### config.mk
export PLATFORM = sky130hd
export DESIGN_NAME = i2c_cfg_regs
export DESIGN_NICKNAME = d
export VERILOG_FILES = /design/src/hw/i2c_cmd_pkg.sv /design/src/hw/i2c_cfg_regs.sv
export VERILOG_INCLUDE_DIRS = /design/src /design/src/hw
export SDC_FILE = /design/constraint.sdc
export NUM_CORES = 1
export LEC_CHECK = 0
export BUFFER_PORTS_ARGS = -buffer_cell sky130_fd_sc_hd__buf_2
export CAP_MARGIN = 20
export CORE_MARGIN = 2
export CORE_UTILIZATION = 36
export CTS_CLUSTER_SIZE = 24
export DETAILED_ROUTE_END_ITERATION = 12
export PLACE_DENSITY = 0.83
export SLEW_MARGIN = 20
export SYNTH_ARGS = -nofsm -noshare
export SYNTH_HDL_FRONTEND = slang
export SYNTH_SLANG_ARGS = --single-unit
### constraint.sdc
create_clock -name clk -period 3.4 [get_ports clk]
set_input_delay 0 -clock clk [delete_from_list [all_inputs] [get_ports clk]]
set_output_delay 0 -clock clk [all_outputs]
set_load 0.01 [all_outputs]
### src/hw/i2c_bridge_defines.svh
// Buffer depths and SCL divider counts for the I2C bridge, included by every RTL file that sizes them
`ifndef I2C_BRIDGE_DEFINES_SVH
`define I2C_BRIDGE_DEFINES_SVH

// ==============================
// Buffers
// ==============================
`define I2C_WR_BUF_DEPTH 128
`define I2C_RD_BUF_DEPTH 128

// ==============================
// SCL quarter-period counts, 25 MHz clk
// ==============================
`define I2C_DIV_W     20
`define I2C_DIV_50K   20'd124
`define I2C_DIV_100K  20'd61
`define I2C_DIV_200K  20'd30
`define I2C_DIV_400K  20'd14
`define I2C_DIV_RESET `I2C_DIV_100K

`endif

### src/hw/i2c_cmd_pkg.sv
// Host command and upload types of the I2C bridge, imported wherever host traffic is decoded
package i2c_cmd_pkg;

    // Command type byte sent by the host
    typedef enum logic [7:0] {
        OP_CONFIG = 8'h04,
        OP_WRITE  = 8'h05,
        OP_READ   = 8'h06
    } i2c_opcode_e;

    // Framed command stream, one body byte per cmd_data_valid
    typedef struct packed {
        logic [7:0]  cmd_type;
        logic [15:0] cmd_length;       // Body bytes in the command
        logic [7:0]  cmd_data;
        logic [15:0] cmd_data_index;   // Zero-based body position
        logic        cmd_start;
        logic        cmd_data_valid;
        logic        cmd_done;
    } cmd_stream_t;

    // Read data returned to the host
    typedef struct packed {
        logic       valid;
        logic [7:0] data;
    } upload_t;

endpackage

### src/hw/i2c_cfg_regs.sv
// Configure-command decoder holding the target address and SCL divider fed to the bus engine
`timescale 1ns/1ps
`include "i2c_bridge_defines.svh"

module i2c_cfg_regs import i2c_cmd_pkg::*; (
    input  logic                  clk,
    input  logic                  rst_n,
    input  cmd_stream_t           cmd,
    output logic [6:0]            dev_addr,
    output logic [`I2C_DIV_W-1:0] scl_div
);

    logic        is_cfg;    // Current command is a configure
    logic [15:0] cfg_len;

    always_ff @(posedge clk or negedge rst_n) begin
        if (!rst_n) begin
            is_cfg   <= 1'b0;
            dev_addr <= 7'h50;
            scl_div  <= `I2C_DIV_RESET;
        end else begin
            if (cmd.cmd_start) begin
                is_cfg <= (cmd.cmd_type == OP_CONFIG);
            end else if (cmd.cmd_done) begin
                is_cfg <= 1'b0;
            end
            if (is_cfg && cmd.cmd_data_valid) begin
                case (cmd.cmd_data_index)
                    16'd0: dev_addr <= cmd.cmd_data[6:0];
                    16'd1: begin
                        case (cmd.cmd_data)
                            8'd0: scl_div <= `I2C_DIV_50K;
                            8'd1: scl_div <= `I2C_DIV_100K;
                            8'd2: scl_div <= `I2C_DIV_200K;
                            8'd3: scl_div <= `I2C_DIV_400K;
                            default: ;                 // Unknown code keeps the old speed
                        endcase
                    end
                    default: ;
                endcase
            end
        end
    end

    always_ff @(posedge clk) begin
        if (cmd.cmd_start) begin
            cfg_len <= cmd.cmd_length;
        end
    end

    // Body bytes beyond the speed code must stay inside the announced length
    a_cfg_index_in_len: assert property (@(posedge clk) disable iff (!rst_n)
        (is_cfg && cmd.cmd_data_valid && cmd.cmd_data_index > 16'd1)
            |-> (cmd.cmd_data_index < cfg_len));

endmodule

### Word-level counts from Yosys, hierarchy flattened

Cells that the tools add are included.

| operators by class | value |
|---|---|
| mux-type cells | 3 |
| reduce and logical (&&, ||, !) cells | 7 |
| equal/unequal tests | 5 |

Operators with widths:

| cell | number |
|---|---|
| one-hot mux 20 bit (4 select lines) | 1 |
| == test 16 x 1 -> 1 bit, second input constant | 1 |
| == test 8 x 2 -> 1 bit, second input constant | 2 |
| zero test 16 bit | 1 |
| == test 8 x 1 -> 1 bit, second input constant | 1 |
| == test 8 x 3 -> 1 bit, second input constant | 1 |
| zero test 8 bit | 1 |
| nonzero test 4 bit | 1 |
| AND reduction 3 bit | 1 |
| two-way mux 1 bit | 2 |
| AND reduction 2 bit | 1 |
| nonzero test 2 bit | 1 |
| logical AND 1 bit | 1 |

| storage, ports and cells | value |
|---|---|
| flip-flop bits (word level) | 28 |
| bits of input ports | 53 |
| logic and storage cells | 18 |

### Depth between registers and ports, before layout

| logic depth | value |
|---|---|
| word-level depth | 3 |
| mapped depth | 4 |

### Worst setup path before layout

No wires, ideal clock.

| timing path | value |
|---|---|
| kind | register -> register |
| start point | reg is_cfg |
| end point | reg dev_addr[0] |
| slack | 1963 ps |
| library setup time | 125 ps |
| period minus slack after synthesis | 1437 ps |
| cell stages (with the launch flop) | 4 |
| data required time | 3275 ps |
| path buffers | 0 |
| arrival time | 1313 ps |
| path through | dfrtp_1 > nand4_2 > nor4b_4 > mux2_2 |

| between the ends | value |
|---|---|
| word-level cells in the longest chain between the ends | 2 |

RTL lines:

| item | RTL line | text |
|---|---|---|
| from (decl) | i2c_cfg_regs.sv:13 | `logic is_cfg;` |
| from (signal assigned) | i2c_cfg_regs.sv:23 | `is_cfg <= (cmd.cmd_type == OP_CONFIG);` |
| logical AND 1 bit | i2c_cfg_regs.sv:27 | `if (is_cfg && cmd.cmd_data_valid) begin` |
| AND reduction 2 bit (no source line) | - |  |
| to (signal assigned) | i2c_cfg_regs.sv:29 | `16'd0: dev_addr <= cmd.cmd_data[6:0];` |
| to (decl) | i2c_cfg_regs.sv:9 | `output logic [6:0] dev_addr,` |

Every way passes these cells.
A chain may end at the register's enable or synchronous reset.

### Worst setup path after layout

| timing path | value |
|---|---|
| start point | in cmd[24] in the netlist's numbering |
| end point | reg scl_div[6] |

| between the ends | value |
|---|---|
| word-level cells in the longest chain between the ends | 3 |
| elaborated cells on any way between the ends | 7 |

RTL lines:

| item | RTL line | text |
|---|---|---|
| from (decl) | i2c_cfg_regs.sv:8 | `input cmd_stream_t cmd,` |
| == test 8 x 2 -> 1 bit, or another cell as far along | i2c_cfg_regs.sv:31 | `case (cmd.cmd_data)` |
| nonzero test 4 bit (no source line) | - |  |
| AND reduction 3 bit (no source line) | - |  |
| to (signal assigned) | i2c_cfg_regs.sv:32 | `` 8'd0: scl_div <= `I2C_DIV_50K; `` |
| to (signal assigned) | i2c_cfg_regs.sv:33 | `` 8'd1: scl_div <= `I2C_DIV_100K; `` |
| to (signal assigned) | i2c_cfg_regs.sv:34 | `` 8'd2: scl_div <= `I2C_DIV_200K; `` |
| to (decl) | i2c_cfg_regs.sv:10 | `` output logic [`I2C_DIV_W-1:0] scl_div `` |

Several ways; a longest one is shown, not always the timed one. The select of a mux whose other input is x is not followed.

==> metrics.txt <==
RePlAce Congestion approximately 0.69; post_cts resized 0; Worst path slowest cell dlygate4sd3_1; synth warn 0; final setup violating endpoints 0; endpoints failing hold 0; Die Wd ~50 um; Seq/Total Area, Yosys 0.4402; CTS Sinks 13; Slew @ Worst Pin 502.3 ps; critical path's top delay family simple AND/OR/NAND/NOR gates; Required @ worst endpoint around 3600 ps; total CTS buffers 3; Vias/cell between 4 and 5; worst setup margin about 1800 ps; #FFs+latches synth 13; reg2reg start is_cfg; CTS clock-pin slew for the worst setup and hold paths ~70 ps; Max Fclk 0.6174 GHz; syn avg cell area roughly 12 um2; dpl ws roughly 1800 ps; CTS tree done; Comb power frac 0.155; Worst Hold Path Cells 2; later-pin clock latency in the skew report 260 ps; Leakage Power between 0.5 and 0.6 nW; share of layout cells above drive strength 1 0.5820; FF-to-FF setup slack approximately 1800 ps; hold path endpoint dev_addr[0]; Reg power frac 0.539; fin crit share 0.4764; post-CTS setup buffers 0; clock skew between 2 and 2.5 ps; Longest Clk Path Bufs 2; overall routing resource usage 0.1406; # hold bufs at CTS 7; io pins 80; Final ANT Viol Nets 0; Yosys cell types 20; Worst Hold Class primary input to flop; DR pass1 iterations 4; VDD IR max approximately 0.21 mV; IO buf count 48; synthesized area roughly 750 um2; htree depth 1; initial antenna violation count 0; # DRC 0; setup tns final 0 ps; Final Slew Violations 0; Critical Path Source Type primary input; vias in the first global route 659; clock share of power 0.305; Rel. slew slack 0.6637; Crit Path Class primary input to flop; HP Start cmd[19]; CP cell instances dlygate4sd3_1, buf_2, nor2_1, nand3_1, nor4_4, mux2_2; Largest stage delay, worst path approximately 530 ps; area leader, netlist dfrtp_1; Layout area overhead 40.70%; Mapped Cells 65; Final min period 1620 ps; NetSw between 0.06 and 0.07 mW; Die Y approximately 50 um; final wirelength around 1.6 mm; Int Power about 0.22 mW; Max Cap Viol 0; endpoint type of the worst setup path flop; Std-Cell Rows 16; DR WL/cell ~11 um; FF-to-FF End dev_addr[5]; n_diodes 0; ranking of synthesized cells by area dfrtp_1 27%, dfstp_2 17%, mux2_2 16%, buf_4 15%, nor4b_4 3.2%; root buf cell clkbuf_4; die area ~0.0025 mm2; Hold WS roughly 16 ps; largest net degree at the start of global routing 14; sw frac 0.2246; critical path peak fanout 5; critical path arrival between 1500 and 2000 ps; Vias 650; most common cell after layout, fill and taps aside buf_2; layout net count 176; top cell type's share of synthesized area 0.2658; CP Buf/Inv Count 2; initial drt markers 3; total grt overflow 0; first-pass GRT wire length 2.753 mm; Starting Density 0.3839; HPWL reported at the end of detailed placement about 1.4 mm; core footprint between 0.0015 and 0.002 mm2; most frequent cells in the layout 48 x buf_2, 15 x conb_1, 11 x mux2_2; RSZ-0062 raised after global routing no; R2R depth 3; status finished, final reports clean; pwr dens 271.0 mW/mm2
flip-flops by register name (all words and copies together) (netlist names):
name and cells:
dev_addr 7, scl_div 5, is_cfg 1
how the worst max path moves through the flow:
stage / from / slack [ps] / cells after the start / end
after floorplan: is_cfg / 1960 / 3 / dev_addr[0]
after global routing: cmd[24] / 1650 / 6 / scl_div[6]
after global placement: cmd[5] / 1800 / 5 / dev_addr[1]
after detailed placement: is_cfg / 1790 / 3 / dev_addr[2]
final: cmd[24] / 1780 / 6 / scl_div[6]
after CTS: cmd[24] / 1750 / 6 / scl_div[6]
final cells by class:
class / count / area, um2
Clock buffer: 4 / 26.28
Timing Repair Buffer: 55 / 310.3
Inverter: 1 / 3.754
Sequential cell: 13 / 331.6
Tap cell: 27 / 33.78
Fill cell: 183 / 902.1
Multi-Input combinational cell: 49 / 354.1
power by group through the flow:
stage	clock, mW	combinational, mW	sequential [mW]
after floorplan	0	0.0251	0.158
after detailed placement	0	0.0385	0.158
final	0.0877	0.0446	0.155
after global placement	0	0.0371	0.158
after CTS	0.0907	0.0446	0.155
after global routing	0.101	0.0505	0.155
Yosys cell counts, drive strengths merged:
library cell,n
nand2,2
nor2,6
conb,2
and3,1
buf,15
a21oi,1
nor4b,2
a32o,1
nand3,2
nor4,4
dfstp,5
mux2i,1
dfrtp,8
nor3,1
nor3b,1
mux2,11
nand4,1
inv,1
routing by layer:
metal	vias to the layer above	GRT usage	wire, um
met5	-	0	0
met4	0	0.03704	0
met3	0	0.02121	176
met2	46	0.2600	799
met1	292	0.1673	608
li1	312	-	-
cells by family after synthesis:
kind of cell / after synthesis / share of synthesized area
buffers and inverters: 16 / 0.1545
and+or+nand+nor: 20 / 0.1977
other: 2 / 0.009970
AOI/OAI and AO/OA: 2 / 0.01993
DFF: 13 / 0.4402
muxes: 12 / 0.1777
metrics by stage:
step | power [mW] | util | cells | area (um2)
CTS | 0.2902 | 0.5402 | 149 | 1060
detailed placement | 0.1961 | 0.4911 | 138 | 963.4
finish | 0.2872 | 0.5402 | 149 | 1060
floorplan | 0.1828 | - | 78 | 802.0
global route | 0.3063 | 0.5402 | 149 | 1060
global placement | 0.1948 | 0.4911 | 138 | 963.4
Power figures use the tool's default switching activity.
